==> config.mk <==
export PLATFORM = sky130hd
export DESIGN_NAME = exec_core
export DESIGN_NICKNAME = d
export VERILOG_FILES = /design/src/exec_pkg.sv /design/src/reg_file.sv /design/src/operand_bypass.sv /design/src/alu.sv /design/src/mul_unit.sv /design/src/div_unit.sv /design/src/ex2_stage.sv /design/src/exec_core.sv
export SDC_FILE = /design/constraint.sdc
export NUM_CORES = 2
export LEC_CHECK = 0
export ABC_CLOCK_PERIOD_IN_PS = 11500
export BUFFER_PORTS_ARGS = -buffer_cell sky130_fd_sc_hd__buf_4
export CAP_MARGIN = 30
export CORE_AREA = 2 2 441 443
export DETAILED_ROUTE_END_ITERATION = 7
export DIE_AREA = 0 0 443 445
export PLACE_DENSITY = 0.68
export RECOVER_POWER = 50
export SLEW_MARGIN = 10
export SYNTH_ARGS = -nofsm -noshare
export SYNTH_HDL_FRONTEND = slang
export SYNTH_HIERARCHICAL = 1
export SYNTH_SLANG_ARGS = --single-unit
==> constraint.sdc <==
create_clock -name clk -period 11.5 [get_ports clk]
set_clock_uncertainty 0.05 [all_clocks]
set_input_delay 1.15 -clock clk [delete_from_list [all_inputs] [get_ports clk]]
set_output_delay 1.15 -clock clk [all_outputs]
set_load 0.01 [all_outputs]
==> src/exec_pkg.sv <==
`default_nettype none

package exec_pkg;

    // Architectural register file size
    localparam int REG_COUNT = 32;

    // Shift amount bits taken from operand b
    localparam int SHAMT_W = 5;

    typedef logic [4:0] reg_idx_t;

    // Decoded operation, as delivered by the decode stage
    typedef enum logic [3:0] {
        OP_ADD,
        OP_SUB,
        OP_AND,
        OP_OR,
        OP_XOR,
        OP_SLL,
        OP_SRL,
        // Low half of the product
        OP_MUL,
        OP_DIVU,
        OP_REMU
    } op_e;

endpackage

`default_nettype wire

==> src/reg_file.sv <==
`timescale 1ns/1ns
`default_nettype none

module reg_file import exec_pkg::*; #(
    parameter int XLEN = 32
) (
    input  wire logic            clk,
    input  wire logic            resetn,

    input  wire reg_idx_t        i_ra_sel,
    output logic [XLEN-1:0]      o_ra_data,

    input  wire reg_idx_t        i_rb_sel,
    output logic [XLEN-1:0]      o_rb_data,

    input  wire logic            i_w_en,
    input  wire reg_idx_t        i_w_sel,
    input  wire logic [XLEN-1:0] i_w_data
);

    logic [XLEN-1:0] regs [REG_COUNT];

    always_ff @(posedge clk or negedge resetn) begin
        if (!resetn) begin
            for (int i = 0; i < REG_COUNT; i++) begin
                regs[i] <= '0;
            end
        end else if (i_w_en && i_w_sel != '0) begin
            regs[i_w_sel] <= i_w_data;
        end
    end

    // x0 reads as zero
    assign o_ra_data = (i_ra_sel == '0) ? '0 : regs[i_ra_sel];
    assign o_rb_data = (i_rb_sel == '0) ? '0 : regs[i_rb_sel];

endmodule

`default_nettype wire

==> src/operand_bypass.sv <==
`timescale 1ns/1ns
`default_nettype none

module operand_bypass import exec_pkg::*; #(
    parameter int XLEN = 32
) (
    input  wire reg_idx_t        i_rs1,
    input  wire reg_idx_t        i_rs2,
    input  wire logic [XLEN-1:0] i_rf_rs1,
    input  wire logic [XLEN-1:0] i_rf_rs2,

    // EX1-to-EX2 register
    input  wire logic            i_ex_pending,
    input  wire reg_idx_t        i_ex_rd,
    input  wire logic            i_ex_value_valid,
    input  wire logic [XLEN-1:0] i_ex_data,

    // EX2 stage and its writeback
    input  wire logic            i_ex2_pending,
    input  wire reg_idx_t        i_ex2_rd,
    input  wire logic            i_wb_valid,
    input  wire logic [XLEN-1:0] i_wb_data,

    output logic [XLEN-1:0]      o_rs1,
    output logic [XLEN-1:0]      o_rs2,
    output logic                 o_stall
);

    logic [XLEN:0] res1;
    logic [XLEN:0] res2;

    // Top bit is the stall flag, the rest is the operand value
    function automatic logic [XLEN:0] pick(input reg_idx_t src, input logic [XLEN-1:0] rf_val);
        logic [XLEN:0] res;
        res = {1'b0, rf_val};
        // Younger producer first
        if (src != '0 && i_ex_pending && i_ex_rd == src) begin
            res = i_ex_value_valid ? {1'b0, i_ex_data} : {1'b1, rf_val};
        end else if (src != '0 && i_ex2_pending && i_ex2_rd == src) begin
            res = i_wb_valid ? {1'b0, i_wb_data} : {1'b1, rf_val};
        end
        return res;
    endfunction

    always_comb begin
        res1 = pick(i_rs1, i_rf_rs1);
        res2 = pick(i_rs2, i_rf_rs2);
    end

    assign o_rs1   = res1[XLEN-1:0];
    assign o_rs2   = res2[XLEN-1:0];
    assign o_stall = res1[XLEN] | res2[XLEN];

endmodule

`default_nettype wire

==> src/alu.sv <==
`timescale 1ns/1ns
`default_nettype none

module alu import exec_pkg::*; #(
    parameter int XLEN = 32
) (
    input  wire op_e             i_op,
    input  wire logic [XLEN-1:0] i_a,
    input  wire logic [XLEN-1:0] i_b,
    output logic                 o_value_valid,
    output logic [XLEN-1:0]      o_val,
    output logic [XLEN-1:0]      o_val2
);

    logic [SHAMT_W-1:0] shamt;

    assign shamt = i_b[SHAMT_W-1:0];

    // Second operand always travels on, mul and div need it
    assign o_val2 = i_b;

    always_comb begin
        o_value_valid = 1'b1;
        o_val = i_a;
        unique case (i_op)
            OP_ADD: o_val = i_a + i_b;
            OP_SUB: o_val = i_a - i_b;
            OP_AND: o_val = i_a & i_b;
            OP_OR:  o_val = i_a | i_b;
            OP_XOR: o_val = i_a ^ i_b;
            OP_SLL: o_val = i_a << shamt;
            OP_SRL: o_val = i_a >> shamt;
            // Result comes later from EX2
            OP_MUL, OP_DIVU, OP_REMU: o_value_valid = 1'b0;
            default: o_value_valid = 1'b0;
        endcase
    end

endmodule

`default_nettype wire

==> src/mul_unit.sv <==
`timescale 1ns/1ns
`default_nettype none

module mul_unit #(
    parameter int XLEN = 32
) (
    input  wire logic            clk,
    input  wire logic            resetn,
    input  wire logic            i_valid,
    input  wire logic [XLEN-1:0] i_a,
    input  wire logic [XLEN-1:0] i_b,
    output logic                 o_valid,
    output logic [XLEN-1:0]      o_value
);

    logic            v1_q;
    logic [XLEN-1:0] a_q;
    logic [XLEN-1:0] b_q;

    always_ff @(posedge clk or negedge resetn) begin
        if (!resetn) begin
            v1_q    <= 1'b0;
            o_valid <= 1'b0;
        end else begin
            v1_q    <= i_valid;
            o_valid <= v1_q;
        end
    end

    // Operand capture, then product truncated to XLEN
    always_ff @(posedge clk) begin
        if (i_valid) begin
            a_q <= i_a;
            b_q <= i_b;
        end
        if (v1_q) begin
            o_value <= a_q * b_q;
        end
    end

endmodule

`default_nettype wire

==> src/div_unit.sv <==
`timescale 1ns/1ns
`default_nettype none

module div_unit #(
    parameter int XLEN = 32
) (
    input  wire logic            clk,
    input  wire logic            resetn,
    input  wire logic            i_valid,
    input  wire logic [XLEN-1:0] i_a,
    input  wire logic [XLEN-1:0] i_b,
    output logic                 o_valid,
    output logic [XLEN-1:0]      o_quo,
    output logic [XLEN-1:0]      o_rem
);

    localparam int CNT_W = $clog2(XLEN + 1);

    logic [CNT_W-1:0] cnt_q;
    logic [XLEN-1:0]  quo_q;
    logic [XLEN-1:0]  rem_q;
    logic [XLEN-1:0]  dvs_q;
    logic [XLEN:0]    trial;

    // Shifted partial remainder minus divisor, sign bit says restore
    assign trial = {rem_q, quo_q[XLEN-1]} - {1'b0, dvs_q};

    always_ff @(posedge clk or negedge resetn) begin
        if (!resetn) begin
            cnt_q   <= '0;
            o_valid <= 1'b0;
        end else begin
            o_valid <= (cnt_q == CNT_W'(1));
            if (i_valid) begin
                cnt_q <= CNT_W'(XLEN);
            end else if (cnt_q != '0) begin
                cnt_q <= cnt_q - 1'b1;
            end
        end
    end

    // Dividend shifts out of quo_q while quotient bits shift in
    always_ff @(posedge clk) begin
        if (i_valid) begin
            quo_q <= i_a;
            rem_q <= '0;
            dvs_q <= i_b;
        end else if (cnt_q != '0) begin
            if (!trial[XLEN]) begin
                rem_q <= trial[XLEN-1:0];
            end else begin
                rem_q <= {rem_q[XLEN-2:0], quo_q[XLEN-1]};
            end
            quo_q <= {quo_q[XLEN-2:0], ~trial[XLEN]};
        end
    end

    assign o_quo = quo_q;
    assign o_rem = rem_q;

endmodule

`default_nettype wire

==> src/ex2_stage.sv <==
`timescale 1ns/1ns
`default_nettype none

module ex2_stage import exec_pkg::*; #(
    parameter int XLEN = 32
) (
    input  wire logic            clk,
    input  wire logic            resetn,

    input  wire logic            i_valid,
    output logic                 o_ready,
    input  wire op_e             i_op,
    input  wire reg_idx_t        i_rd,
    input  wire logic [XLEN-1:0] i_data,
    input  wire logic [XLEN-1:0] i_data2,

    output logic                 o_pending,
    output reg_idx_t             o_rd,

    output logic                 o_wb_valid,
    output logic [XLEN-1:0]      o_wb_data
);

    typedef enum logic [1:0] {
        FU_ALU,
        FU_MUL,
        FU_DIV
    } func_unit_e;

    func_unit_e      sel_q;
    logic            use_rem_q;
    logic [XLEN-1:0] alu_data_q;
    logic            accept;
    logic            mul_valid;
    logic [XLEN-1:0] mul_value;
    logic            div_valid;
    logic [XLEN-1:0] div_quo;
    logic [XLEN-1:0] div_rem;

    // Idle, or finishing so a new op can follow back to back
    assign o_ready = !o_pending || o_wb_valid;
    assign accept  = i_valid && o_ready;

    mul_unit #(.XLEN(XLEN)) mul_i (
        .clk     (clk),
        .resetn  (resetn),
        .i_valid (accept && i_op == OP_MUL),
        .i_a     (i_data),
        .i_b     (i_data2),
        .o_valid (mul_valid),
        .o_value (mul_value)
    );

    div_unit #(.XLEN(XLEN)) div_i (
        .clk     (clk),
        .resetn  (resetn),
        .i_valid (accept && (i_op == OP_DIVU || i_op == OP_REMU)),
        .i_a     (i_data),
        .i_b     (i_data2),
        .o_valid (div_valid),
        .o_quo   (div_quo),
        .o_rem   (div_rem)
    );

    always_ff @(posedge clk or negedge resetn) begin
        if (!resetn) begin
            o_pending <= 1'b0;
            o_rd      <= '0;
            sel_q     <= FU_ALU;
            use_rem_q <= 1'b0;
        end else if (accept) begin
            o_pending <= 1'b1;
            o_rd      <= i_rd;
            use_rem_q <= (i_op == OP_REMU);
            unique case (i_op)
                OP_MUL:           sel_q <= FU_MUL;
                OP_DIVU, OP_REMU: sel_q <= FU_DIV;
                default:          sel_q <= FU_ALU;
            endcase
        end else if (o_wb_valid) begin
            o_pending <= 1'b0;
        end
    end

    // ALU result was computed in EX1, held here for one cycle
    always_ff @(posedge clk) begin
        if (accept) begin
            alu_data_q <= i_data;
        end
    end

    always_comb begin
        o_wb_valid = 1'b0;
        o_wb_data  = alu_data_q;
        if (o_pending) begin
            unique case (sel_q)
                FU_ALU: o_wb_valid = 1'b1;
                FU_MUL: begin
                    o_wb_valid = mul_valid;
                    o_wb_data  = mul_value;
                end
                FU_DIV: begin
                    o_wb_valid = div_valid;
                    o_wb_data  = use_rem_q ? div_rem : div_quo;
                end
                default: o_wb_valid = 1'b0;
            endcase
        end
    end

endmodule

`default_nettype wire

==> src/exec_core.sv <==
`timescale 1ns/1ns
`default_nettype none

module exec_core import exec_pkg::*; #(
    parameter int XLEN = 32
) (
    input  wire logic            clk,
    input  wire logic            resetn,

    input  wire logic            i_valid,
    output logic                 o_ready,
    input  wire op_e             i_op,
    input  wire reg_idx_t        i_rd,
    input  wire reg_idx_t        i_rs1,
    input  wire reg_idx_t        i_rs2,
    input  wire logic [XLEN-1:0] i_imm,
    input  wire logic            i_use_imm,

    output logic                 o_wb_valid,
    output reg_idx_t             o_wb_rd,
    output logic [XLEN-1:0]      o_wb_data
);

    // Issue register
    logic            iss_valid;
    op_e             iss_op;
    reg_idx_t        iss_rd;
    reg_idx_t        iss_rs1;
    reg_idx_t        iss_rs2;
    logic [XLEN-1:0] iss_imm;
    logic            iss_use_imm;

    logic [XLEN-1:0] rf_rs1;
    logic [XLEN-1:0] rf_rs2;
    logic [XLEN-1:0] byp_rs1;
    logic [XLEN-1:0] byp_rs2;
    reg_idx_t        rs2_src;
    logic            stall;

    logic            alu_value_valid;
    logic [XLEN-1:0] alu_val;
    logic [XLEN-1:0] alu_val2;

    // EX1-to-EX2 register
    logic            ex_pending;
    op_e             ex_op;
    reg_idx_t        ex_rd;
    logic            ex_value_valid;
    logic [XLEN-1:0] ex_data;
    logic [XLEN-1:0] ex_data2;

    logic            ex2_ready;
    logic            ex2_pending;
    logic            ex_go;
    logic            issue_go;

    assign ex_go    = ex_pending && ex2_ready;
    assign issue_go = iss_valid && (!ex_pending || ex_go) && !stall;
    assign o_ready  = !iss_valid || ((!ex_pending || ex_go) && !stall);

    always_ff @(posedge clk or negedge resetn) begin
        if (!resetn) begin
            iss_valid <= 1'b0;
        end else if (i_valid && o_ready) begin
            iss_valid <= 1'b1;
        end else if (issue_go) begin
            iss_valid <= 1'b0;
        end
    end

    always_ff @(posedge clk) begin
        if (i_valid && o_ready) begin
            iss_op      <= i_op;
            iss_rd      <= i_rd;
            iss_rs1     <= i_rs1;
            iss_rs2     <= i_rs2;
            iss_imm     <= i_imm;
            iss_use_imm <= i_use_imm;
        end
    end

    reg_file #(.XLEN(XLEN)) reg_file_i (
        .clk       (clk),
        .resetn    (resetn),
        .i_ra_sel  (iss_rs1),
        .o_ra_data (rf_rs1),
        .i_rb_sel  (iss_rs2),
        .o_rb_data (rf_rs2),
        .i_w_en    (o_wb_valid),
        .i_w_sel   (o_wb_rd),
        .i_w_data  (o_wb_data)
    );

    // An immediate op has no second source to wait for
    assign rs2_src = iss_use_imm ? reg_idx_t'(0) : iss_rs2;

    operand_bypass #(.XLEN(XLEN)) operand_bypass_i (
        .i_rs1            (iss_rs1),
        .i_rs2            (rs2_src),
        .i_rf_rs1         (rf_rs1),
        .i_rf_rs2         (rf_rs2),
        .i_ex_pending     (ex_pending),
        .i_ex_rd          (ex_rd),
        .i_ex_value_valid (ex_value_valid),
        .i_ex_data        (ex_data),
        .i_ex2_pending    (ex2_pending),
        .i_ex2_rd         (o_wb_rd),
        .i_wb_valid       (o_wb_valid),
        .i_wb_data        (o_wb_data),
        .o_rs1            (byp_rs1),
        .o_rs2            (byp_rs2),
        .o_stall          (stall)
    );

    alu #(.XLEN(XLEN)) alu_i (
        .i_op          (iss_op),
        .i_a           (byp_rs1),
        .i_b           (iss_use_imm ? iss_imm : byp_rs2),
        .o_value_valid (alu_value_valid),
        .o_val         (alu_val),
        .o_val2        (alu_val2)
    );

    always_ff @(posedge clk or negedge resetn) begin
        if (!resetn) begin
            ex_pending     <= 1'b0;
            ex_value_valid <= 1'b0;
        end else if (issue_go) begin
            ex_pending     <= 1'b1;
            ex_value_valid <= alu_value_valid;
        end else if (ex_go) begin
            ex_pending     <= 1'b0;
            ex_value_valid <= 1'b0;
        end
    end

    always_ff @(posedge clk) begin
        if (issue_go) begin
            ex_op    <= iss_op;
            ex_rd    <= iss_rd;
            ex_data  <= alu_val;
            ex_data2 <= alu_val2;
        end
    end

    ex2_stage #(.XLEN(XLEN)) ex2_stage_i (
        .clk        (clk),
        .resetn     (resetn),
        .i_valid    (ex_pending),
        .o_ready    (ex2_ready),
        .i_op       (ex_op),
        .i_rd       (ex_rd),
        .i_data     (ex_data),
        .i_data2    (ex_data2),
        .o_pending  (ex2_pending),
        .o_rd       (o_wb_rd),
        .o_wb_valid (o_wb_valid),
        .o_wb_data  (o_wb_data)
    );

endmodule

`default_nettype wire

==> metrics.yaml <==
violations: "capacitance limit, slew limit"
top_register: "reg_file_i/regs"
synth_nets: 8411
die_w_um: 443
hold_depth: 0
fp.dieArea_sq_um: 197000
path_clk_slew_ns: 0.06
drt-total-wl_mm: 305
via_per_inst: 6.58
vias: 66600
grt_overflow_total: 0
synth-main-ff-cell: "dfrtp_1"
post_cts_buffers: 0
cts_made_buffers: 151
place_congestion: 1.03
hold_buffers: 0
relSlewSlack_pct: -323
reg2reg_to: "ex_data[31]"
drt_iter0_markers: 6800
period_needed_ns: 9.49
worstRegToRegCells: 27
cap_viol_max_count: 11
route.detailed.drc: 0
holdPathEnd: "reg_file_i/regs[1001]"
ys_warn_count: 6
hold_viol: 0
grt_usage_pct: 31.0
clk_latency_ns: 0.85
cts_buffer_depth: 3
core_sq_um: 192000
grt_start_max_net_pins: 172
hold_path_class: "reg2reg"
place_hpwl_mm: 207
synth_edf_count: 317
cts_resized: 0
cts-root-buf: "clkbuf_16"
rsz0062_at_grt: "no"
syn-mean-instance-area_sq_um: 12.4
crit_fanout: 37
seq_area_frac_synth_pct: 38.0
status: "complete, but fails checks"
area_growth_pct: 8.38
worstSetupStartpoint: "ex2_stage_i/sel_q[0]"
synth_seq_cells: 1394
worstMarginPinSlew_ns: 6.34
rr_startpoint: "ex2_stage_i/sel_q[0]"
cp.arrival_ns: 10.06
hold_start: "reg_file_i/regs[1001]"
finalWorstSetupSlack_ns: 2.01
ant_nets: 0
die_height_um: 445
io_buffers: 93
drv_slew: 585
netlist-cell-type-count: 115
nets: 8201
grt_pass1_vias: 69000
start_util_pct: 49.8
pre_cts_ws_ns: 3.19
wl_per_cell_um: 30.1
setup_viol_count_final: 0
drt_first_pass_iters: 8
synth_cells: 7688
ff2ff_setup_slack_ns: 2.01
drive_gt1_share_pct: 29.2
fin_crit_sh_pct: 82.5
async_flop_share_pct: 75.0
netlist_area_sq_um: 95600
required_ns: 12.07
max_freq_mhz: 105
crit_path_start_kind: "register"
tns_ns: 0
grt_pass1_wl_mm: 459
largest_reg_flops: 1024
antenna_found_initial: 9
cts.sinks: 1394
endpoint_kind: "register"
cts_tree: "built"
cts.htree.levels: 4
io_pins: 94
rows: 161
criticalPathCategory: "reg2reg"
[layout make-up]
class	count	area, sq um
Multi-Input combinational cell	5123	54500
Inverter	484	1820
Timing Repair Buffer	324	2660
Sequential cell	1394	36300
Fill cell	16000	88400
Clock inverter	65	906
Tap cell	2526	3160
Clock buffer	211	4240
Antenna cell	3	7.51
[cells in the mapped netlist (all sizes together), types with 47 or more instances]
library cell | n | area (sq um)
a2111oi | 63 | 566
a211oi | 47 | 388
a21oi | 171 | 893
a22o | 66 | 578
a22oi | 48 | 360
and2 | 388 | 2430
buf | 303 | 1850
clkbuf | 384 | 1450
dfrtp | 1045 | 26200
edfxtp | 317 | 9520
fa | 410 | 8210
ha | 258 | 3230
inv | 482 | 1810
mux2 | 1135 | 12900
mux2i | 212 | 2130
mux4 | 512 | 11500
nand2 | 398 | 1500
nand2b | 71 | 459
nand3 | 54 | 300
nor2 | 222 | 838
nor3 | 95 | 490
o21ai | 172 | 868
o221a | 64 | 721
o22ai | 118 | 744
xnor2 | 140 | 1230
xor2 | 48 | 420
[metrics by stage]
step           std cells  utilization [%]  hold slack [ns]  instance area, sq um
2_1_floorplan       7688                -            0.350                 95600
3_3_place_gp        9824             51.2            0.327                 98200
4_1_cts            10100             53.9            0.323                103000
6_report           10100             54.0            0.346                104000
3_5_place_dp        9836             51.2            0.334                 98300
5_1_grt            10100             54.0            0.358                104000
[how the worst max path moves through the flow]
stage                                          to
floorplan           ex2_stage_i/mul_i/o_value[31]
global placement                      ex_data[31]
detailed placement                    ex_data[31]
CTS                                   ex_data[31]
global route                          ex_data[31]
finish                                ex_data[31]
[cells in the final DEF (no fill, tap or decap), types with 51 or more instances in the layout]
cell type,n
dfrtp_1,1045
fa_1,410
a21oi_1,165
o22ai_1,117
clkbuf_16,153
nor3_1,90
o21ai_0,132
a22o_1,66
ha_1,258
nand3_1,51
mux2_2,1009
and2_1,383
mux2i_1,211
mux2_1,100
xnor2_1,140
nand2b_1,69
o221a_1,60
buf_4,220
inv_1,481
a2111oi_0,53
nand2_1,380
edfxtp_1,317
mux4_2,512
clkbuf_1,67
nor2_1,203
[critical path, stage by stage (launching register included)]
cell and delay, ns:
dfrtp_1 0.40, inv_1 0.11, ha_1 0.15, clkbuf_1 1.23, a221oi_1 0.63, nor3b_1 0.54, and2_1 0.31, nand3_4 0.42
o221a_2 0.46, mux2_2 0.47, clkinv_1 0.09, buf_4 0.41, ha_1 0.28, nand4_1 0.24, nor3_2 0.48, nand2_1 0.20
or3_1 0.45, nand2b_1 0.20, o21ai_0 0.21, xnor2_1 0.15, ha_1 0.33, a21oi_1 0.25, nand2_1 0.10, or3_1 0.31
o221ai_1 0.24, o21ai_0 0.15, mux2i_1 0.13, a211oi_1 0.22
[cell families after synthesis]
logic type	count (synthesis)	synth area share, %
AOI/OAI and AO/OA	1011	7.63
DFF	1394	38.0
and+or+nand+nor	1397	7.57
adders and majority gates	668	12.0
xor gates and xnor gates	188	1.72
buffers and inverters	1171	5.36
muxes	1859	27.8
[metal layers]
layer / track usage, % / share of wire [%] / vias up
li1: - / - / 27500
met1: 41.1 / 39 / 35200
met2: 50.1 / 48 / 3262
met3: 5.42 / 8.2 / 734
met4: 13.8 / 4.8 / 4
met5: 0 / 0.0069 / -
Power is left out: the tool's default activity adds up to more than one toggle a clock period on the data nets, which glitch-free logic cannot reach.
